===== config.mk =====
export PLATFORM = sky130hd
export DESIGN_NAME = tiler_top
export DESIGN_NICKNAME = d
export VERILOG_FILES = /design/src/tiler_pkg.sv /design/src/tiler_geometry.sv /design/src/tiler_op_decode.sv /design/src/tiler_seq_mult.sv /design/src/tiler_product_seq.sv /design/src/tiler_top.sv
export SDC_FILE = /design/constraint.sdc
export NUM_CORES = 1
export LEC_CHECK = 0
export ABC_AREA = 1
export BUFFER_PORTS_ARGS = -buffer_cell sky130_fd_sc_hd__buf_4
export CELL_PAD_IN_SITES_DETAIL_PLACEMENT = 0
export CELL_PAD_IN_SITES_GLOBAL_PLACEMENT = 1
export CORE_ASPECT_RATIO = 1.1
export CORE_MARGIN = 2
export CORE_UTILIZATION = 43
export DETAILED_ROUTE_END_ITERATION = 8
export GPL_ROUTABILITY_DRIVEN = 0
export HOLD_SLACK_MARGIN = 0.03
export PLACE_DENSITY = 0.89
export SYNTH_ARGS = -nofsm -noshare
export SYNTH_HDL_FRONTEND = slang
export SYNTH_SLANG_ARGS = --single-unit

===== constraint.sdc =====
create_clock -name clk_int -period 5.74 [get_ports clk_int]
set_input_delay 0 -clock clk_int [delete_from_list [all_inputs] [get_ports clk_int]]
set_output_delay 0 -clock clk_int [all_outputs]
set_load 0.05 [all_outputs]

===== src/tiler_pkg.sv =====
/*
  GEMM tiler package
  Array geometry constants, operation and format encodings, and the
  packed structs exchanged between the tiler units
*/
package tiler_pkg;

  // Compute array shape
  localparam int unsigned ARRAY_WIDTH  = 12;
  localparam int unsigned ARRAY_HEIGHT = 4;
  localparam int unsigned PIPE_REGS    = 3;
  localparam int unsigned TILE         = ARRAY_HEIGHT * (PIPE_REGS + 1);
  localparam int unsigned ELEM_BYTES   = 2;

  localparam int unsigned SIZE_W     = 16;
  localparam int unsigned MULT_A_W   = 16;
  localparam int unsigned MULT_B_W   = 32;
  localparam int unsigned PROD_W     = MULT_A_W + MULT_B_W;
  localparam int unsigned MULT_CNT_W = $clog2(MULT_A_W);

  typedef logic [SIZE_W-1:0]     size_t;
  typedef logic [31:0]           word_t;
  typedef logic [PROD_W-1:0]     prod_t;
  typedef logic [MULT_CNT_W-1:0] mult_cnt_t;

  typedef enum logic [2:0] {
    MATMUL, GEMM, ADDMAX, ADDMIN, MULMAX, MULMIN, MAXMIN
  } gemm_op_e;

  typedef enum logic [2:0] {
    FLOAT16, FLOAT8, FLOAT16ALT, FLOAT8ALT
  } gemm_fmt_e;

  // FPU operation codes, as the FPU expects them
  typedef enum logic [4:0] {
    FMADD  = 5'd0,
    ADD    = 5'd2,
    MUL    = 5'd3,
    MINMAX = 5'd7
  } fpu_op_e;

  typedef enum logic [2:0] {
    RNE = 3'd0,
    RTZ = 3'd1
  } rnd_e;

  typedef enum logic [2:0] {
    FP16    = 3'd2,
    FP8     = 3'd3,
    FP16ALT = 3'd4,
    FP8ALT  = 3'd5
  } fpu_fmt_e;

  typedef struct packed {
    size_t     m_size;
    size_t     k_size;
    size_t     n_size;
    gemm_op_e  gemm_op;
    gemm_fmt_e input_fmt;
  } tiler_cfg_t;

  typedef struct packed {
    size_t      x_rows_iter;
    size_t      x_cols_iter;
    size_t      w_rows_iter;
    size_t      w_cols_iter;
    logic [7:0] x_rows_lftovr;
    logic [7:0] x_cols_lftovr;
    logic [7:0] w_rows_lftovr;
    logic [7:0] w_cols_lftovr;
    logic [7:0] x_buffer_slots;
    word_t      x_d1_stride;
    word_t      x_rows_offs;
    word_t      w_d0_stride;
    word_t      z_d2_stride;
  } tiler_geom_t;

  typedef struct packed {
    fpu_op_e  stage_1_op;
    fpu_op_e  stage_2_op;
    rnd_e     stage_1_rnd;
    rnd_e     stage_2_rnd;
    fpu_fmt_e compute_fmt;
    logic     gemm_selection;
  } tiler_op_sel_t;

  typedef struct packed {
    size_t tot_stores;
    word_t tot_x_read;
    word_t w_tot_len;
    word_t z_tot_len;
  } tiler_counts_t;

  typedef struct packed {
    tiler_geom_t   geom;
    tiler_op_sel_t op_sel;
    tiler_counts_t counts;
  } tiler_result_t;

endpackage


===== src/tiler_geometry.sv =====
/*
  Tiler geometry
  Iteration counts, leftovers, X buffer slots and memory strides
  derived from the matrix sizes
*/
`timescale 1ns/100ps

module tiler_geometry (
  input  tiler_pkg::tiler_cfg_t  cfg_i,
  output tiler_pkg::tiler_geom_t geom_o
);

  tiler_pkg::size_t x_rows_full, x_cols_full, w_cols_full;
  tiler_pkg::size_t x_rows_rem, x_cols_rem, w_cols_rem, w_rows_rem;
  tiler_pkg::size_t slots;
  tiler_pkg::word_t x_stride, w_stride;

  // Whole tiles along each dimension
  assign x_rows_full = cfg_i.m_size / tiler_pkg::size_t'(tiler_pkg::ARRAY_WIDTH);
  assign x_cols_full = cfg_i.n_size / tiler_pkg::size_t'(tiler_pkg::TILE);
  assign w_cols_full = cfg_i.k_size / tiler_pkg::size_t'(tiler_pkg::TILE);

  assign x_rows_rem = cfg_i.m_size % tiler_pkg::size_t'(tiler_pkg::ARRAY_WIDTH);
  assign x_cols_rem = cfg_i.n_size % tiler_pkg::size_t'(tiler_pkg::TILE);
  assign w_cols_rem = cfg_i.k_size % tiler_pkg::size_t'(tiler_pkg::TILE);
  assign w_rows_rem = cfg_i.n_size % tiler_pkg::size_t'(tiler_pkg::ARRAY_HEIGHT);

  // A partial tile costs one more iteration
  assign geom_o.x_rows_iter = x_rows_full + tiler_pkg::size_t'(x_rows_rem != '0);
  assign geom_o.x_cols_iter = x_cols_full + tiler_pkg::size_t'(x_cols_rem != '0);
  assign geom_o.w_cols_iter = w_cols_full + tiler_pkg::size_t'(w_cols_rem != '0);

  // W rows padded up to a multiple of the array height
  assign geom_o.w_rows_iter = (w_rows_rem == '0) ? cfg_i.n_size :
      cfg_i.n_size + tiler_pkg::size_t'(tiler_pkg::ARRAY_HEIGHT) - w_rows_rem;

  assign geom_o.x_rows_lftovr = x_rows_rem[7:0];
  assign geom_o.x_cols_lftovr = x_cols_rem[7:0];
  assign geom_o.w_cols_lftovr = w_cols_rem[7:0];
  assign geom_o.w_rows_lftovr = w_rows_rem[7:0];

  // Column leftover rounded up to whole array columns
  assign slots = (x_cols_rem + tiler_pkg::size_t'(tiler_pkg::ARRAY_HEIGHT - 1))
               / tiler_pkg::size_t'(tiler_pkg::ARRAY_HEIGHT)
               * tiler_pkg::size_t'(tiler_pkg::ARRAY_HEIGHT);
  assign geom_o.x_buffer_slots = slots[7:0];

  // Byte strides in memory
  assign x_stride = tiler_pkg::word_t'(tiler_pkg::ELEM_BYTES) * tiler_pkg::word_t'(cfg_i.n_size);
  assign w_stride = tiler_pkg::word_t'(tiler_pkg::ELEM_BYTES) * tiler_pkg::word_t'(cfg_i.k_size);

  assign geom_o.x_d1_stride = x_stride;
  assign geom_o.x_rows_offs = tiler_pkg::word_t'(tiler_pkg::ARRAY_WIDTH) * x_stride;
  assign geom_o.w_d0_stride = w_stride;
  assign geom_o.z_d2_stride = tiler_pkg::word_t'(tiler_pkg::ARRAY_WIDTH) * w_stride;

endmodule


===== src/tiler_op_decode.sv =====
/*
  Tiler operation decoder
  Maps the GEMM operation code and input format onto the FPU stage
  operations, rounding modes and compute format
*/
`timescale 1ns/100ps

module tiler_op_decode (
  input  tiler_pkg::tiler_cfg_t    cfg_i,
  output tiler_pkg::tiler_op_sel_t op_sel_o
);

  always_comb begin
    // Second stage always reduces with min/max
    op_sel_o.stage_2_op     = tiler_pkg::MINMAX;
    op_sel_o.stage_1_op     = tiler_pkg::MINMAX;
    op_sel_o.stage_1_rnd    = tiler_pkg::RTZ;
    op_sel_o.stage_2_rnd    = tiler_pkg::RNE;
    op_sel_o.gemm_selection = (cfg_i.gemm_op != tiler_pkg::MATMUL);

    case (cfg_i.gemm_op)
      tiler_pkg::MATMUL, tiler_pkg::GEMM: begin
        op_sel_o.stage_1_op  = tiler_pkg::FMADD;
        op_sel_o.stage_1_rnd = tiler_pkg::RNE;
      end
      tiler_pkg::ADDMAX, tiler_pkg::ADDMIN: begin
        op_sel_o.stage_1_op  = tiler_pkg::ADD;
        op_sel_o.stage_1_rnd = tiler_pkg::RNE;
      end
      tiler_pkg::MULMAX, tiler_pkg::MULMIN: begin
        op_sel_o.stage_1_op  = tiler_pkg::MUL;
        op_sel_o.stage_1_rnd = tiler_pkg::RNE;
      end
      default: ;
    endcase

    // RTZ on the second stage selects max
    if (cfg_i.gemm_op == tiler_pkg::ADDMAX || cfg_i.gemm_op == tiler_pkg::MULMAX) begin
      op_sel_o.stage_2_rnd = tiler_pkg::RTZ;
    end

    case (cfg_i.input_fmt)
      tiler_pkg::FLOAT16:    op_sel_o.compute_fmt = tiler_pkg::FP16;
      tiler_pkg::FLOAT8:     op_sel_o.compute_fmt = tiler_pkg::FP8;
      tiler_pkg::FLOAT16ALT: op_sel_o.compute_fmt = tiler_pkg::FP16ALT;
      default:               op_sel_o.compute_fmt = tiler_pkg::FP8ALT;
    endcase
  end

endmodule


===== src/tiler_seq_mult.sv =====
/*
  Sequential shift-add multiplier
  Examines one bit of A per cycle and accumulates B shifted by the
  bit position; done pulses once with the full product
*/
`timescale 1ns/100ps

module tiler_seq_mult (
  input  logic                              clk_int,
  input  logic                              rst_ni,
  input  logic                              clear_i,
  input  logic                              start_i,
  input  logic [tiler_pkg::MULT_A_W-1:0]    a_i,
  input  logic [tiler_pkg::MULT_B_W-1:0]    b_i,
  output logic                              busy_o,
  output logic                              done_o,
  output tiler_pkg::prod_t                  prod_o
);

  logic                           busy_q, done_q;
  tiler_pkg::mult_cnt_t           cnt_q;
  logic [tiler_pkg::MULT_A_W-1:0] a_q;
  tiler_pkg::prod_t               b_q, acc_q;
  logic                           last_bit;

  assign last_bit = (cnt_q == tiler_pkg::mult_cnt_t'(tiler_pkg::MULT_A_W - 1));

  always_ff @(posedge clk_int or negedge rst_ni) begin
    if (!rst_ni) begin
      busy_q <= 1'b0;
      done_q <= 1'b0;
      cnt_q  <= '0;
    end else if (clear_i) begin
      busy_q <= 1'b0;
      done_q <= 1'b0;
      cnt_q  <= '0;
    end else begin
      done_q <= busy_q & last_bit;
      if (start_i) begin
        busy_q <= 1'b1;
        cnt_q  <= '0;
      end else if (busy_q) begin
        cnt_q <= cnt_q + 1'b1;
        if (last_bit) begin
          busy_q <= 1'b0;
        end
      end
    end
  end

  // Operand and accumulator datapath
  always_ff @(posedge clk_int) begin
    if (start_i) begin
      a_q   <= a_i;
      b_q   <= tiler_pkg::prod_t'(b_i);
      acc_q <= '0;
    end else if (busy_q) begin
      if (a_q[0]) begin
        acc_q <= acc_q + b_q;
      end
      a_q <= a_q >> 1;
      b_q <= b_q << 1;
    end
  end

  assign busy_o = busy_q;
  assign done_o = done_q;
  assign prod_o = acc_q;

  // The sequencer must wait for the previous product
  a_start_idle: assert property (@(posedge clk_int) disable iff (!rst_ni)
    start_i |-> !busy_o);

endmodule


===== src/tiler_product_seq.sv =====
/*
  Loop product sequencer
  Runs the three loop products one after another on a single
  shift-add multiplier and assembles the count fields
*/
`timescale 1ns/100ps

module tiler_product_seq (
  input  logic                      clk_int,
  input  logic                      rst_ni,
  input  logic                      clear_i,
  input  logic                      go_i,
  input  tiler_pkg::tiler_geom_t    geom_i,
  output logic                      done_o,
  output tiler_pkg::tiler_counts_t  counts_o
);

  typedef enum logic [1:0] {
    IDLE, STEP1, STEP2, STEP3
  } state_e;

  state_e                         state_q;
  logic                           start_q, done_q;
  logic                           mult_start, mult_done;
  logic [tiler_pkg::MULT_A_W-1:0] mult_a;
  logic [tiler_pkg::MULT_B_W-1:0] mult_b;
  tiler_pkg::prod_t               mult_prod;
  tiler_pkg::word_t               p1_q, x_read_q, w_len_q;

  // First step issues straight from go, later ones a cycle after done
  assign mult_start = (state_q == IDLE && go_i) || start_q;

  always_comb begin
    case (state_q)
      STEP2: begin
        mult_a = geom_i.x_cols_iter;
        mult_b = p1_q;
      end
      STEP3: begin
        mult_a = geom_i.w_rows_iter;
        mult_b = p1_q;
      end
      default: begin
        mult_a = geom_i.x_rows_iter;
        mult_b = tiler_pkg::word_t'(geom_i.w_cols_iter);
      end
    endcase
  end

  tiler_seq_mult u_mult (
    .clk_int (clk_int),
    .rst_ni  (rst_ni),
    .clear_i (clear_i),
    .start_i (mult_start),
    .a_i     (mult_a),
    .b_i     (mult_b),
    .busy_o  (),
    .done_o  (mult_done),
    .prod_o  (mult_prod)
  );

  always_ff @(posedge clk_int or negedge rst_ni) begin
    if (!rst_ni) begin
      state_q <= IDLE;
      start_q <= 1'b0;
      done_q  <= 1'b0;
    end else if (clear_i) begin
      state_q <= IDLE;
      start_q <= 1'b0;
      done_q  <= 1'b0;
    end else begin
      start_q <= 1'b0;
      done_q  <= 1'b0;
      case (state_q)
        IDLE:  if (go_i) state_q <= STEP1;
        STEP1: if (mult_done) begin
          state_q <= STEP2;
          start_q <= 1'b1;
        end
        STEP2: if (mult_done) begin
          state_q <= STEP3;
          start_q <= 1'b1;
        end
        STEP3: if (mult_done) begin
          state_q <= IDLE;
          done_q  <= 1'b1;
        end
        default: state_q <= IDLE;
      endcase
    end
  end

  // Products keep their low word only
  always_ff @(posedge clk_int) begin
    if (mult_done) begin
      case (state_q)
        STEP1:   p1_q     <= mult_prod[31:0];
        STEP2:   x_read_q <= mult_prod[31:0];
        STEP3:   w_len_q  <= mult_prod[31:0];
        default: ;
      endcase
    end
  end

  assign done_o              = done_q;
  assign counts_o.tot_stores = p1_q[tiler_pkg::SIZE_W-1:0];
  assign counts_o.tot_x_read = x_read_q;
  assign counts_o.w_tot_len  = w_len_q;
  assign counts_o.z_tot_len  = tiler_pkg::word_t'(tiler_pkg::ARRAY_WIDTH) * p1_q;

  a_done_single: assert property (@(posedge clk_int) disable iff (!rst_ni)
    done_o |=> !done_o);

endmodule


===== src/tiler_top.sv =====
/*
  GEMM tiler top
  Latches a request on start, derives geometry and operation select,
  runs the loop products and presents the registered result with valid
*/
`timescale 1ns/100ps

module tiler_top (
  input  logic                      clk_int,
  input  logic                      rst_ni,
  input  logic                      clear_i,
  input  logic                      start_i,
  input  tiler_pkg::tiler_cfg_t     cfg_i,
  output logic                      ready_o,
  output logic                      valid_o,
  output tiler_pkg::tiler_result_t  result_o
);

  tiler_pkg::tiler_cfg_t    req_q;
  tiler_pkg::tiler_geom_t   geom;
  tiler_pkg::tiler_op_sel_t op_sel;
  tiler_pkg::tiler_counts_t counts;
  tiler_pkg::tiler_result_t result_q;
  logic                     busy_q, go_q, valid_q;
  logic                     accept, seq_done;

  assign accept  = start_i && !busy_q;
  assign ready_o = !busy_q;

  // Request register, held for the whole computation
  always_ff @(posedge clk_int) begin
    if (accept) begin
      req_q <= cfg_i;
    end
  end

  tiler_geometry u_geometry (
    .cfg_i  (req_q),
    .geom_o (geom)
  );

  tiler_op_decode u_op_decode (
    .cfg_i    (req_q),
    .op_sel_o (op_sel)
  );

  tiler_product_seq u_product_seq (
    .clk_int  (clk_int),
    .rst_ni   (rst_ni),
    .clear_i  (clear_i),
    .go_i     (go_q),
    .geom_i   (geom),
    .done_o   (seq_done),
    .counts_o (counts)
  );

  always_ff @(posedge clk_int or negedge rst_ni) begin
    if (!rst_ni) begin
      busy_q   <= 1'b0;
      go_q     <= 1'b0;
      valid_q  <= 1'b0;
      result_q <= '0;
    end else if (clear_i) begin
      busy_q   <= 1'b0;
      go_q     <= 1'b0;
      valid_q  <= 1'b0;
      result_q <= '0;
    end else begin
      // go follows acceptance once req_q has loaded
      go_q    <= accept;
      valid_q <= seq_done;
      if (accept) begin
        busy_q <= 1'b1;
      end else if (seq_done) begin
        busy_q   <= 1'b0;
        result_q <= '{geom: geom, op_sel: op_sel, counts: counts};
      end
    end
  end

  assign valid_o  = valid_q;
  assign result_o = result_q;

  a_valid_after_busy: assert property (@(posedge clk_int) disable iff (!rst_ni)
    valid_o |-> $past(busy_q));

endmodule


* Yosys cells after proc, flatten, opt, wreduce, memory -nomap -nowiden *
Index checks and enable logic that the tools add are counted.

word-level totals
  word-level logic and storage cells = 141
  output and inout bits = 366
  register bits = 639

cells by class
  bitwise operators = 1
  divide/modulo/power cells = 2
  muxes and demuxes = 38
  $mul = 3
  equal/unequal tests = 16
  add/sub/neg operators = 8
  reductions and logical operators = 29

operators with widths
  operator               number
  $mux 364               3
  $mux 32                3
  $add 48x48->48         1
  $mux 16                3
  $reduce_bool 16->1     3
  $mul 2x16->18 const A  2
  $mul 2x32->30 const A  1
  $pmux 16 s2            1
  $add 12x1->13          2
  $pmux 3 s3             2
  $mux 1                 17
  $add 16x1->16          1
  $add 16x3->16 const B  1
  $div 16x4->16 const B  1
  $logic_not 16->1       1
  $mod 16x4->16 const B  1
  $sub 16x2->16          1
  $mux 4                 3
  $ne 3x3->1 const B     4
  $mux 2                 5
  $reduce_and 2->1       5
  $reduce_or 2->1        5
  $eq 3x2->1 const B     3
  $reduce_bool 3->1      3
  18 further kinds       25

* Logic depth before layout (Yosys ltp) *
Gate-level depths: netlist (run 1).

  depth after elaboration = 6
  depth in mapped cells = 43

* Cells and area by module *
A second synthesis (run 1) with hierarchy kept.

unflattened totals
  cell total of the unflattened synthesis = 4531
  area, all modules = 35865.6 um^2

modules (own cells, without submodules)
  module             sequential area each (um^2)  cells each  instances  area each (um^2)
  tiler_top          10805.4                      1683        1          16663.5
  tiler_seq_mult     2872.8                       1447        1          8866.0
  tiler_product_seq  2982.9                       729         1          6040.8
  tiler_geometry     0.0                          644         1          4142.7
  tiler_op_decode    0.0                          28          1          152.6

* Worst setup path after synthesis (run 1) *
Ideal clock, no wire load.

  path type = register to register
  from = reg req_q[53] in the netlist's numbering
  to = reg u_product_seq.u_mult.a_q[6] in the netlist's numbering (data pin)
  path buffers = 0
  setup slack = 1.325 ns
  arrival time = 4.143 ns
  cell stages (with the launch flop) = 41
  path through = edfxtp_1 -> inv_1 -> nand3_1 -> nand2_2 -> nand2_2 -> nand2_2 -> o21ai_1 -> nand2_2 -> inv_2 -> o21bai_2 -> nand2_1 -> a21oi_1 -> nor2_2 -> o21bai_2 -> nand3_1 -> nand2_2 -> inv_1 -> o21bai_1 -> [... 5 more ...] -> o21bai_4 -> nand3_4 -> nand2_4 -> nand2_2 -> nand3_4 -> nand2_4 -> xor2_2 -> inv_1 -> nand2_1 -> nand2_1 -> nand3_1 -> ha_1 -> ha_1 -> nand3_1 -> nor3_1 -> or2_2 -> nand3_1 -> a31oi_1

on the way
  cells in the longest elaborated chain, start to end = 5

ends and longest elaborated chain
  element                 line                     source
  start, declared         tiler_top.sv:19          tiler_pkg::tiler_cfg_t req_q;
  start signal, assigned  tiler_top.sv:33          req_q <= cfg_i;
  $mod 16x4->16           tiler_geometry.sv:23     assign x_rows_rem = cfg_i.m_size % tiler_pkg::size_t'(tiler_pkg::ARRAY_WIDTH);
  $reduce_bool 16->1      tiler_geometry.sv:29     assign geom_o.x_rows_iter = x_rows_full + tiler_pkg::size_t'(x_rows_rem != '0);
  $add 16x1->16 *         tiler_geometry.sv:29
  $pmux 16 s2 *           tiler_product_seq.sv:34  case (state_q)
  $mux 16 *               tiler_seq_mult.sv:53     if (start_i) begin
  end signal, assigned    tiler_seq_mult.sv:54     a_q <= a_i;
  end signal, assigned    tiler_seq_mult.sv:61     a_q <= a_q >> 1;
  end, declared           tiler_seq_mult.sv:22     logic [tiler_pkg::MULT_A_W-1:0] a_q;

Every way passes the cells marked *; elsewhere a longest branch is shown, timed or not.
A chain may end at the register's enable or synchronous reset.

* Worst setup path after layout (run 1) *
  from = reg req_q[53] in the netlist's numbering
  to = reg u_product_seq.u_mult.a_q[10] in the netlist's numbering (data pin)

The elaborated chain is that of the path after synthesis.

==> results of run 1 <==
## area by class of cell
type / instances / area (sq um)
fill: 4923 / 26000
sequential: 494 / 13200
multi-input combinational: 1580 / 8990
timing repair buffer: 399 / 3170
clock buffer: 71 / 1470
inverter: 264 / 991
tap: 736 / 921
clock inverter: 23 / 200
antenna: 1 / 2.50
## registers in the layout, summed over array words and instances (netlist names), 2 cells and up
name,count
u_product_seq.w_len_q,32
u_product_seq.u_mult.a_q,16
u_product_seq.u_mult.cnt_q,4
u_product_seq.x_read_q,32
result_o,251
u_product_seq.state_q,2
u_product_seq.p1_q,32
u_product_seq.u_mult.b_q,32
req_q,54
u_product_seq.u_mult.prod_o,32
## critical path: cells and delay by family, from the launching register on
kind | cells | cell delay (ns)
AO/OA/AOI/OAI | 11 | 1.56
adder cells (fa/ha/maj) | 2 | 0.41
buffers and inverters | 2 | 0.17
flip-flops | 1 | 0.42
AND/OR/NAND/NOR | 21 | 2.24
## cell usage after synthesis, drive strengths merged (2+ instances only)
cell and n:
nor3 14, o31ai 12, nor4 2, nand3 44, fa 4, a22oi 2, o211ai 11, edfxtp 198
a21boi 3, a21oi 98, buf 123, o21a 4, a32o 5, inv 261, clkinv 3, o22ai 16
nor2 188, a31oi 9, nand2 462, xor2 43, dfrtp 264, clkbuf 69, nand4 11, o221ai 14
a22o 87, dfxtp 32, and2 4, ha 123, o21bai 16, o21ai 279, or2 5, xnor2 16
a211oi 5, a21o 2
## logic make-up after synthesis
kind of cell             after synthesis  share of synthesized area (%)
flip-flops                           494                           55.1
AO/OA/AOI/OAI                        565                           14.5
AND/OR/NAND/NOR                      732                           12.4
other                                  1                         0.0157
buffers and inverters                456                           8.94
XOR/XNOR                              59                           2.19
adder cells (fa/ha/maj)              127                           6.77
## stage by stage
| step | util [%] | std cells | power (uW) |
|---|---|---|---|
| 3_5_place_dp | 48.6 | 3416 | 7540 |
| 6_report | 52.7 | 3568 | 10800 |
| 5_1_grt | 52.7 | 3568 | 11400 |
| 3_3_place_gp | 48.6 | 3416 | 7470 |
| 2_1_floorplan | - | 2530 | 6690 |
| 4_1_cts | 52.6 | 3567 | 10900 |
## worst max-delay path by stage
stage / startpoint / end / slack [ns] / cells after the start
after floorplan: req_q[53]$_DFFE_PP_ / u_product_seq.u_mult.a_q[6]$_DFFE_PP_ / 1.33 / 40
after global placement: req_q[53]$_DFFE_PP_ / u_product_seq.u_mult.a_q[10]$_DFFE_PP_ / 1.02 / 40
final: req_q[53]$_DFFE_PP_ / u_product_seq.u_mult.a_q[10]$_DFFE_PP_ / 0.63 / 36
after CTS: req_q[53]$_DFFE_PP_ / u_product_seq.u_mult.a_q[10]$_DFFE_PP_ / 0.65 / 40
after global routing: req_q[53]$_DFFE_PP_ / u_product_seq.u_mult.a_q[10]$_DFFE_PP_ / 0.09 / 40
after detailed placement: req_q[53]$_DFFE_PP_ / u_product_seq.u_mult.a_q[10]$_DFFE_PP_ / 0.68 / 36
## per-layer routing
metal / track usage (%) / up-vias / share of wire [%]
li1: - / 8721 / -
met1: 26.2 / 8735 / 41
met2: 37.0 / 490 / 50
met3: 3.87 / 123 / 5.2
met4: 8.14 / 2 / 3.5
met5: 0 / - / 0.021
## power by group through the flow
stage	registers (uW)	logic [uW]	clock network, uW
2_1_floorplan	4960	1740	0
3_3_place_gp	4590	2880	0
3_5_place_dp	4600	2940	0
4_1_cts	4540	2980	3380
5_1_grt	4580	3270	3520
6_report	4530	2980	3300
==> flow_summary.html, run 1 <==
<table>
<tr><th>Metric</th><th>Value</th></tr>
<tr><th colspan="2">Timing</th></tr>
<tr><td>Tightest Pin Transition</td><td>1.08 ns</td></tr>
<tr><td>Post-route fraction of the period consumed by the critical path</td><td>89.0%</td></tr>
<tr><td>Post-Route Skew</td><td>0.0138 ns</td></tr>
<tr><td>Max-Slew Margin vs Limit</td><td>27.8%</td></tr>
<tr><td>Sum of negative setup slack</td><td>0 ns</td></tr>
<tr><td>Final worst hold slack</td><td>0.0207 ns</td></tr>
<tr><td>Final number of hold-violating endpoints</td><td>0</td></tr>
<tr><td>Fin crit period</td><td>5.11 ns</td></tr>
<tr><td>Highest clock rate</td><td>196 MHz</td></tr>
<tr><td>Unrepaired setup endpoints after global routing</td><td>no</td></tr>
<tr><td>Fin worst setup slack</td><td>0.630 ns</td></tr>
<tr><td>Final Slew Violations</td><td>0</td></tr>
<tr><td>Final setup viols</td><td>0</td></tr>
<tr><th colspan="2">Worst setup path</th></tr>
<tr><td>Length in cells of the worst reg-to-reg path</td><td>36</td></tr>
<tr><td>Library cell appearing most often on the critical path</td><td>nand2_2</td></tr>
<tr><td>Worst setup EP type</td><td>register</td></tr>
<tr><td>Worst Setup Path Type</td><td>reg2reg</td></tr>
<tr><td>Largest stage delay, worst path</td><td>0.42 ns</td></tr>
<tr><td>Critical-path maximum fanout</td><td>5</td></tr>
<tr><td>Source of the worst register-to-register timing path</td><td>req_q[53]$_DFFE_PP_</td></tr>
<tr><td>CP required</td><td>6.05 ns</td></tr>
<tr><td>Kind of launch point of the worst setup path</td><td>register</td></tr>
<tr><td>Slowest stage cell, crit path</td><td>edfxtp_1</td></tr>
<tr><td>Worst r2r dst</td><td>u_product_seq.u_mult.a_q[10]$_DFFE_PP_</td></tr>
<tr><td>Reg2Reg Setup Slack</td><td>0.63 ns</td></tr>
<tr><td>Crit path DAT</td><td>5.42 ns</td></tr>
<tr><th colspan="2">Run status</th></tr>
<tr><td>Run status</td><td>finished, final reports clean</td></tr>
<tr><th colspan="2">Finish</th></tr>
<tr><td>Total number of nets in the final design</td><td>2,975</td></tr>
<tr><td>Post-route cell area</td><td>28,900 sq um</td></tr>
<tr><td>Area grow syn2layout</td><td>20.9%</td></tr>
<tr><td>Fraction of layout instances using a drive strength above 1</td><td>16.6%</td></tr>
<tr><td>Commonest cells after routing, fill and taps aside</td><td>445 x nand2_1, 339 x buf_4, 264 x dfrtp_1</td></tr>
<tr><td>Most common library cell in the layout ignoring fill and taps</td><td>nand2_1</td></tr>
<tr><th colspan="2">Yosys</th></tr>
<tr><td>Library cell with the largest summed area after synthesis</td><td>dfrtp_1</td></tr>
<tr><td>Average footprint of a synthesized cell</td><td>9.83 sq um</td></tr>
<tr><td>Async set-or-reset flop fraction in the synthesized netlist</td><td>53.4%</td></tr>
<tr><td>Proportion of netlist area held by the largest area contributor</td><td>27.6%</td></tr>
<tr><td>Count of synthesis-stage warnings from yosys</td><td>0</td></tr>
<tr><td>Area of the mapped netlist</td><td>23,900 sq um</td></tr>
<tr><td>Commonest register cell after synthesis</td><td>dfrtp_1</td></tr>
<tr><td>Largest cells by area after synthesis</td><td>dfrtp_1 28%, edfxtp_1 25%, nand2_1 7.0%</td></tr>
<tr><td>Count of flip-flops with a built-in enable after synthesis</td><td>198</td></tr>
<tr><td>Number of synthesized register bits</td><td>494</td></tr>
<tr><td>Share of the yosys chip area belonging to registers</td><td>55.1%</td></tr>
<tr><td>Count of different cell masters after synthesis</td><td>55</td></tr>
<tr><td>Synthesized instance count</td><td>2,434</td></tr>
<tr><th colspan="2">Routing</th></tr>
<tr><td>Remaining design rule violation count</td><td>0</td></tr>
<tr><td>Routed vias/inst</td><td>5.06</td></tr>
<tr><td>Per-cell routed wire length</td><td>17.4 um</td></tr>
<tr><td>First-pass iteration count of the detailed router</td><td>5</td></tr>
<tr><td>Total number of vias</td><td>18,100</td></tr>
<tr><td>Total detailed-routing wirelength</td><td>62.0 mm</td></tr>
<tr><td>Count of routing violations after the opening detailed-route iteration</td><td>1,015</td></tr>
<tr><td>Count of nets left with antenna violations after detail routing</td><td>0</td></tr>
<tr><th colspan="2">CTS</th></tr>
<tr><td>Hold buffer count at cts</td><td>57</td></tr>
<tr><td>Setup bufs post-CTS</td><td>0</td></tr>
<tr><td>Clk buf depth</td><td>3</td></tr>
<tr><td>Clock network latency to the later pin of the worst-skew pair</td><td>0.59 ns</td></tr>
<tr><td>Inserted Clock Buffers</td><td>51</td></tr>
<tr><td>Depth of the CTS H-tree</td><td>2</td></tr>
<tr><td>Count of cells resized by post-cts repair</td><td>0</td></tr>
<tr><td>Root buffer selected by CTS</td><td>clkbuf_16</td></tr>
<tr><td>Clk slew on worst S/H paths</td><td>0.06 ns</td></tr>
<tr><td>Number of sinks on the clock net</td><td>494</td></tr>
<tr><td>TritonCTS clock tree</td><td>yes</td></tr>
<tr><th colspan="2">Floorplan</th></tr>
<tr><td>Number of cell rows</td><td>90</td></tr>
<tr><td>Placeable core region</td><td>55,000 sq um</td></tr>
<tr><td>Starting density of the core</td><td>43.5%</td></tr>
<tr><td>Num ports</td><td>424</td></tr>
<tr><td>Die height</td><td>251 um</td></tr>
<tr><td>Die area</td><td>57,500 sq um</td></tr>
<tr><td>Horizontal die dimension</td><td>229 um</td></tr>
<tr><th colspan="2">Place</th></tr>
<tr><td>Total half-perimeter wirelength after legalization and detailed placement</td><td>42.9 mm</td></tr>
<tr><td>Worst setup timing slack at the placement stage</td><td>0.683 ns</td></tr>
<tr><td>Area of placed instances</td><td>26,700 sq um</td></tr>
<tr><td>PortBufs</td><td>326</td></tr>
<tr><th colspan="2">Power</th></tr>
<tr><td>Worst voltage drop across the vdd grid</td><td>246 uV</td></tr>
<tr><td>Switch Pwr</td><td>3770 uW</td></tr>
<tr><td>Internal power</td><td>7040 uW</td></tr>
<tr><td>Seq pwr share</td><td>41.9%</td></tr>
<tr><td>Net switching fraction of the power</td><td>34.8%</td></tr>
<tr><td>Pwr per Cell Area</td><td>374 nW/um^2</td></tr>
<tr><td>Share of total power in the clock network</td><td>30.5%</td></tr>
<tr><td>Proportion of power drawn by combinational gates</td><td>27.5%</td></tr>
<tr><td>Cell leakage power</td><td>0.0139 uW</td></tr>
<tr><th colspan="2">Global route</th></tr>
<tr><td>Pin count of the biggest net entering global routing</td><td>144</td></tr>
<tr><td>Overflow after GRT</td><td>0</td></tr>
<tr><td>Number of global-route vias before repair</td><td>18,200</td></tr>
<tr><td>Global-route wire length before repair</td><td>97.6 mm</td></tr>
<tr><td>Antenna violations before repair</td><td>2</td></tr>
<tr><td>Total global routing track utilization</td><td>21.2%</td></tr>
<tr><th colspan="2">Worst hold path</th></tr>
<tr><td>Worst hold-check path type</td><td>in2async</td></tr>
<tr><th colspan="2">Run</th></tr>
<tr><td>Max cap viols</td><td>0</td></tr>
</table>
No activity file was read; power rests on OpenSTA's default activity.
==> inputs of run 2 (changes only) <==
--- a/config.mk
+++ b/config.mk
@@ -5,17 +5,17 @@
 export SDC_FILE = /design/constraint.sdc
 export NUM_CORES = 1
 export LEC_CHECK = 0
-export ABC_AREA = 1
+export ABC_AREA = 0
 export BUFFER_PORTS_ARGS = -buffer_cell sky130_fd_sc_hd__buf_4
 export CELL_PAD_IN_SITES_DETAIL_PLACEMENT = 0
 export CELL_PAD_IN_SITES_GLOBAL_PLACEMENT = 1
 export CORE_ASPECT_RATIO = 1.1
 export CORE_MARGIN = 2
-export CORE_UTILIZATION = 43
+export CORE_UTILIZATION = 45
 export DETAILED_ROUTE_END_ITERATION = 8
 export GPL_ROUTABILITY_DRIVEN = 0
 export HOLD_SLACK_MARGIN = 0.03
-export PLACE_DENSITY = 0.89
+export PLACE_DENSITY = 0.9
 export SYNTH_ARGS = -nofsm -noshare
 export SYNTH_HDL_FRONTEND = slang
 export SYNTH_SLANG_ARGS = --single-unit
==> run 2 against run 1 <==
  * Sequential share of layout area decreased by 2.0 points
  * Total power decreased by 8.9%
  * Cell area increased by 4.5%
  * Area after synthesis increased by 4.4%
  * Combinational power decreased by 31%
  * Maximum frequency decreased by 6.4%
  * Global-route usage increased by 1.9 points
  * Core utilization increased by 2.5 points
  * Largest cell class unchanged
  * Largest power group unchanged
==> flow_summary.html, run 2 <==
<table>
<tr><th>Metric</th><th>Value</th></tr>
<tr><th colspan="2">Run status</th></tr>
<tr><td>Run status</td><td>finished, final reports clean</td></tr>
<tr><th colspan="2">Global route</th></tr>
<tr><td>Pin count of the biggest net entering global routing</td><td>163 (+13%)</td></tr>
<tr><td>Global-route wire length before repair</td><td>106 mm (+8.5%)</td></tr>
<tr><td>Routing usage on met2</td><td>40.9% (+3.9 points)</td></tr>
<tr><td>Total global routing track utilization</td><td>23.1% (+1.9 points)</td></tr>
<tr><td>Met3 GRT Util</td><td>3.91% (+0.045 points)</td></tr>
<tr><td>Antenna violations before repair</td><td>0 (-2)</td></tr>
<tr><td>Met1 global-route usage</td><td>28.7% (+2.5 points)</td></tr>
<tr><td>Most used routing layer in global routing</td><td>met2</td></tr>
<tr><td>Overflow after GRT</td><td>0 (unchanged)</td></tr>
<tr><td>Number of global-route vias before repair</td><td>19,100 (+4.7%)</td></tr>
<tr><th colspan="2">Yosys</th></tr>
<tr><td>Count of different cell masters after synthesis</td><td>90 (+64%)</td></tr>
<tr><td>Most repeated cell in the gate-level netlist after synthesis</td><td>nand2_1</td></tr>
<tr><td>Largest cells by area after synthesis</td><td>dfrtp_1 26%, edfxtp_1 24%, ha_1 6.2%</td></tr>
<tr><td>Share of the yosys chip area belonging to registers</td><td>52.8% (-2.3 points)</td></tr>
<tr><td>Number of synthesized register bits</td><td>494 (unchanged)</td></tr>
<tr><td>Share of cell area taken by muxes after synthesis</td><td>0.491% (+0.49 points)</td></tr>
<tr><td>Area of the mapped netlist</td><td>25,000 sq um (+4.4%)</td></tr>
<tr><td>Post-Synth XOR/XNOR Area</td><td>4.17% (+2.0 points)</td></tr>
<tr><td>Compound-gate portion of the synthesized area</td><td>18.6% (+4.1 points)</td></tr>
<tr><td>Largest family of logic cells by synthesized area</td><td>compound AO/OA/AOI/OAI gates</td></tr>
<tr><td>Commonest register cell after synthesis</td><td>dfrtp_1</td></tr>
<tr><td>Count of flip-flops with a built-in enable after synthesis</td><td>198 (unchanged)</td></tr>
<tr><td>Library cell with the largest summed area after synthesis</td><td>dfrtp_1</td></tr>
<tr><td>Simple-gate portion of the synthesized area</td><td>10.8% (-1.7 points)</td></tr>
<tr><td>Adder-cell share of the synthesized area</td><td>6.56% (-0.20 points)</td></tr>
<tr><td>Synthesized instance count</td><td>2,332 (-4.2%)</td></tr>
<tr><td>Commonest cells in the synthesized netlist</td><td>276 x nand2_1, 264 x dfrtp_1, 198 x edfxtp_1</td></tr>
<tr><td>Async set-or-reset flop fraction in the synthesized netlist</td><td>53.4% (unchanged)</td></tr>
<tr><td>Proportion of netlist area held by the largest area contributor</td><td>26.5% (-1.2 points)</td></tr>
<tr><td>Count of synthesis-stage warnings from yosys</td><td>0 (unchanged)</td></tr>
<tr><td>Average footprint of a synthesized cell</td><td>10.7 sq um (+9.0%)</td></tr>
<tr><th colspan="2">Worst setup path</th></tr>
<tr><td>Critical-path maximum fanout</td><td>17 (+12)</td></tr>
<tr><td>Crit path DAT</td><td>5.79 ns (+0.37 ns)</td></tr>
<tr><td>Top Family by Delay on Critical Path</td><td>simple AND/OR/NAND/NOR gates</td></tr>
<tr><td>Worst Setup Path Type</td><td>reg2reg</td></tr>
<tr><td>Largest stage delay, worst path</td><td>0.59 ns (+0.17 ns)</td></tr>
<tr><td>Cell Chain, Critical Path</td><td>or4b_4 -&gt; o22ai_2 -&gt; o22a_2 -&gt; nor2_4 -&gt; a311o_1 -&gt; or3_4 -&gt; and2_1 -&gt; o21ai_1 -&gt; and4_1 -&gt; buf_4 -&gt; a211oi_1 -&gt; nor3_1 -&gt; nand4_1 -&gt; ha_1 -&gt; and3_1 -&gt; and3_1 -&gt; a222oi_1 -&gt; a21boi_1</td></tr>
<tr><td>Library cell appearing most often on the critical path</td><td>and3_1</td></tr>
<tr><td>Worst setup EP type</td><td>register</td></tr>
<tr><td>Crit path buffers/inverters</td><td>1 (-1)</td></tr>
<tr><td>Kind of launch point of the worst setup path</td><td>register</td></tr>
<tr><td>Slowest stage cell, crit path</td><td>or4b_4</td></tr>
<tr><td>CP required</td><td>6.07 ns (+0.02 ns)</td></tr>
<tr><th colspan="2">Timing</th></tr>
<tr><td>Final setup viols</td><td>0 (unchanged)</td></tr>
<tr><td>Highest clock rate</td><td>183 MHz (-6.4%)</td></tr>
<tr><td>Max-Slew Margin vs Limit</td><td>26.2% (-1.6 points)</td></tr>
<tr><td>Post-Route Skew</td><td>0.0194 ns (+0.00555 ns)</td></tr>
<tr><td>Post-route fraction of the period consumed by the critical path</td><td>95.1% (+6.1 points)</td></tr>
<tr><td>Final worst hold slack</td><td>0.0102 ns (-0.0105 ns)</td></tr>
<tr><td>Final Slew Violations</td><td>0 (unchanged)</td></tr>
<tr><td>Fin worst setup slack</td><td>0.279 ns (-0.352 ns)</td></tr>
<tr><td>Fin crit period</td><td>5.46 ns (+0.352 ns)</td></tr>
<tr><td>Sum of negative setup slack</td><td>0 ns (unchanged)</td></tr>
<tr><td>Final number of hold-violating endpoints</td><td>0 (unchanged)</td></tr>
<tr><td>Tightest Pin Transition</td><td>1.11 ns (+0.0240 ns)</td></tr>
<tr><th colspan="2">CTS</th></tr>
<tr><td>Root buffer selected by CTS</td><td>clkbuf_16</td></tr>
<tr><td>TritonCTS clock tree</td><td>yes</td></tr>
<tr><td>Clock network latency to the later pin of the worst-skew pair</td><td>0.61 ns (+0.02 ns)</td></tr>
<tr><td>Depth of the CTS H-tree</td><td>2 (unchanged)</td></tr>
<tr><td>Clk buf depth</td><td>3 (unchanged)</td></tr>
<tr><td>Inserted Clock Buffers</td><td>52 (+2.0%)</td></tr>
<tr><td>Clk slew on worst S/H paths</td><td>0.06 ns (about the same)</td></tr>
<tr><td>Number of sinks on the clock net</td><td>494 (unchanged)</td></tr>
<tr><th colspan="2">Finish</th></tr>
<tr><td>Fraction of layout instances using a drive strength above 1</td><td>18.2% (+1.6 points)</td></tr>
<tr><td>Number of antenna cells inserted</td><td>0 (-1)</td></tr>
<tr><td>Commonest cells after routing, fill and taps aside</td><td>371 x buf_4, 275 x nand2_1, 264 x dfrtp_1</td></tr>
<tr><td>Number of flip-flops under the largest register name</td><td>251 (unchanged)</td></tr>
<tr><td>Final core area utilization</td><td>55.1% (+2.5 points)</td></tr>
<tr><td>Area grow syn2layout</td><td>21.1%</td></tr>
<tr><td>Number of fill cells</td><td>4,626 (-6.0%)</td></tr>
<tr><td>Total number of nets in the final design</td><td>2,866 (-3.7%)</td></tr>
<tr><td>Most common library cell in the layout ignoring fill and taps</td><td>buf_4</td></tr>
<tr><th colspan="2">Routing</th></tr>
<tr><td>Total detailed-routing wirelength</td><td>67.9 mm (+9.7%)</td></tr>
<tr><td>Total number of vias</td><td>19,300 (+6.6%)</td></tr>
<tr><td>Remaining design rule violation count</td><td>0 (unchanged)</td></tr>
<tr><td>Count of routing violations after the opening detailed-route iteration</td><td>1,505 (+48%)</td></tr>
<tr><td>First-pass iteration count of the detailed router</td><td>6 (+1)</td></tr>
<tr><td>Routed vias/inst</td><td>5.57 (+10%)</td></tr>
<tr><td>Count of nets left with antenna violations after detail routing</td><td>0 (unchanged)</td></tr>
<tr><td>Per-cell routed wire length</td><td>19.6 um (+13%)</td></tr>
<tr><th colspan="2">Power</th></tr>
<tr><td>Worst voltage drop across the vdd grid</td><td>268 uV (+9.0%)</td></tr>
<tr><td>Pwr per Cell Area</td><td>326 nW/um^2 (-13%)</td></tr>
<tr><td>Cell leakage power</td><td>0.0136 uW (-1.6%)</td></tr>
<tr><th colspan="2">Floorplan</th></tr>
<tr><td>Number of cell rows</td><td>90 (unchanged)</td></tr>
<tr><td>Die area</td><td>57,400 sq um (-0.24%)</td></tr>
<tr><td>Num ports</td><td>424 (unchanged)</td></tr>
<tr><td>Die height</td><td>251 um (-0.12%)</td></tr>
<tr><td>Starting density of the core</td><td>45.5% (+2.0 points)</td></tr>
<tr><td>Placeable core region</td><td>54,800 sq um (-0.20%)</td></tr>
<tr><td>Horizontal die dimension</td><td>229 um (-0.12%)</td></tr>
<tr><th colspan="2">Place</th></tr>
<tr><td>Total half-perimeter wirelength after legalization and detailed placement</td><td>46.8 mm (+9.0%)</td></tr>
<tr><td>Worst setup timing slack at the placement stage</td><td>-0.159 ns (-0.842 ns)</td></tr>
<tr><td>PortBufs</td><td>326 (unchanged)</td></tr>
<tr><th colspan="2">Worst hold path</th></tr>
<tr><td>Worst hold-check path type</td><td>in2async</td></tr>
<tr><th colspan="2">Run</th></tr>
<tr><td>Max cap viols</td><td>0 (unchanged)</td></tr>
</table>
run 2: changes by cell type after synthesis, sizes merged, moves of 19 or more:
cell / before / now
inv: 261 / 76
nand2: 462 / 276
nor3: 14 / 39
a22o: 87 / 138
nor2b: 0 / 19
xnor2: 16 / 77
clkbuf: 69 / 95
o21ai: 279 / 174
a21o: 2 / 31
nor2: 188 / 95
a21oi: 98 / 138
run 2: worst paths after layout:
kind | depth (start not counted) | to | from | slack (ns)
max | 18 | u_product_seq.u_mult.a_q[7]$_DFFE_PP_ | req_q[50]$_DFFE_PP_ | 0.28
min | 2 | result_o[10]$_DFFE_PN0P_ | rst_ni | 0.01
max reg2reg | 18 | u_product_seq.u_mult.a_q[7]$_DFFE_PP_ | req_q[50]$_DFFE_PP_ | 0.28
min reg2reg | 1 | result_o[59]$_DFFE_PN0P_ | u_product_seq.w_len_q[27]$_DFFE_PP_ | 0.45
max in group asynchronous | 3 | result_o[129]$_DFFE_PN0P_ | rst_ni | 4.33
min in group clk_int | 2 | req_q[13]$_DFFE_PP_ | cfg_i[13] | 0.10
run 2: worst register-to-register path, stage by stage, from the launching register on:
cell,delay [ns]
edfxtp_1,0.51
or4b_4,0.60
o22ai_2,0.26
o22a_2,0.28
nor2_4,0.10
a311o_1,0.40
or3_4,0.43
and2_1,0.17
o21ai_1,0.15
and4_1,0.25
buf_4,0.24
a211oi_1,0.08
nor3_1,0.26
nand4_1,0.15
ha_1,0.26
and3_1,0.23
and3_1,0.26
a222oi_1,0.44
a21boi_1,0.12
run 2: kinds of logic after synthesis:
family	Yosys count
AO/OA/AOI/OAI	683
adder cells (fa/ha/maj)	129
multiplexers	12
other	1
AND/OR/NAND/NOR	583
buffers and inverters	311
XOR/XNOR	119
flip-flops	494
run 2: routing by layer:
| layer | routed length (um) | vias up |
|---|---|---|
| met2 | 34400 | 640 |
| met3 | 4060 | 122 |
| li1 | - | 8962 |
| met4 | 2170 | 0 |
| met1 | 27400 | 9548 |
| met5 | 0 | - |
run 2: final cells by class:
cell class | instances | area, sq um | area share, %
Clock inverter | 29 | 368 | 1.22
Inverter | 79 | 300 | 0.993
Tap cell | 736 | 921 | 3.05
Timing Repair Buffer | 431 | 3400 | 11.2
Sequential cell | 494 | 13200 | 43.6
Clock buffer | 68 | 1420 | 4.70
Multi-Input combinational cell | 1623 | 10600 | 35.2
run 2: what timing repair did:
item,4_1_cts,5_1_grt
pin swaps,0,2
hold buffers,57,0
buffers inserted,1,23
hold endpoints to repair,170,0
resized for setup,1,18
setup endpoints to repair,6,16
run 2: power by group:
group | leakage [uW] | switching (uW) | internal, uW | total [uW]
sequential | 0.00580 | 259 | 4010 | 4270
combinational | 0.00697 | 1300 | 770 | 2070
clock | 0.000869 | 1470 | 2040 | 3510
run 2: per-stage QoR:
step / instances / total power [uW] / cell area [sq um]
6_report: 3460 / 9850 / 30200
5_1_grt: 3460 / 10300 / 30200
4_1_cts: 3437 / 9880 / 30000
3_5_place_dp: 3282 / 6330 / 27600
3_3_place_gp: 3282 / 6260 / 27600
2_1_floorplan: 2428 / 5830 / 25300
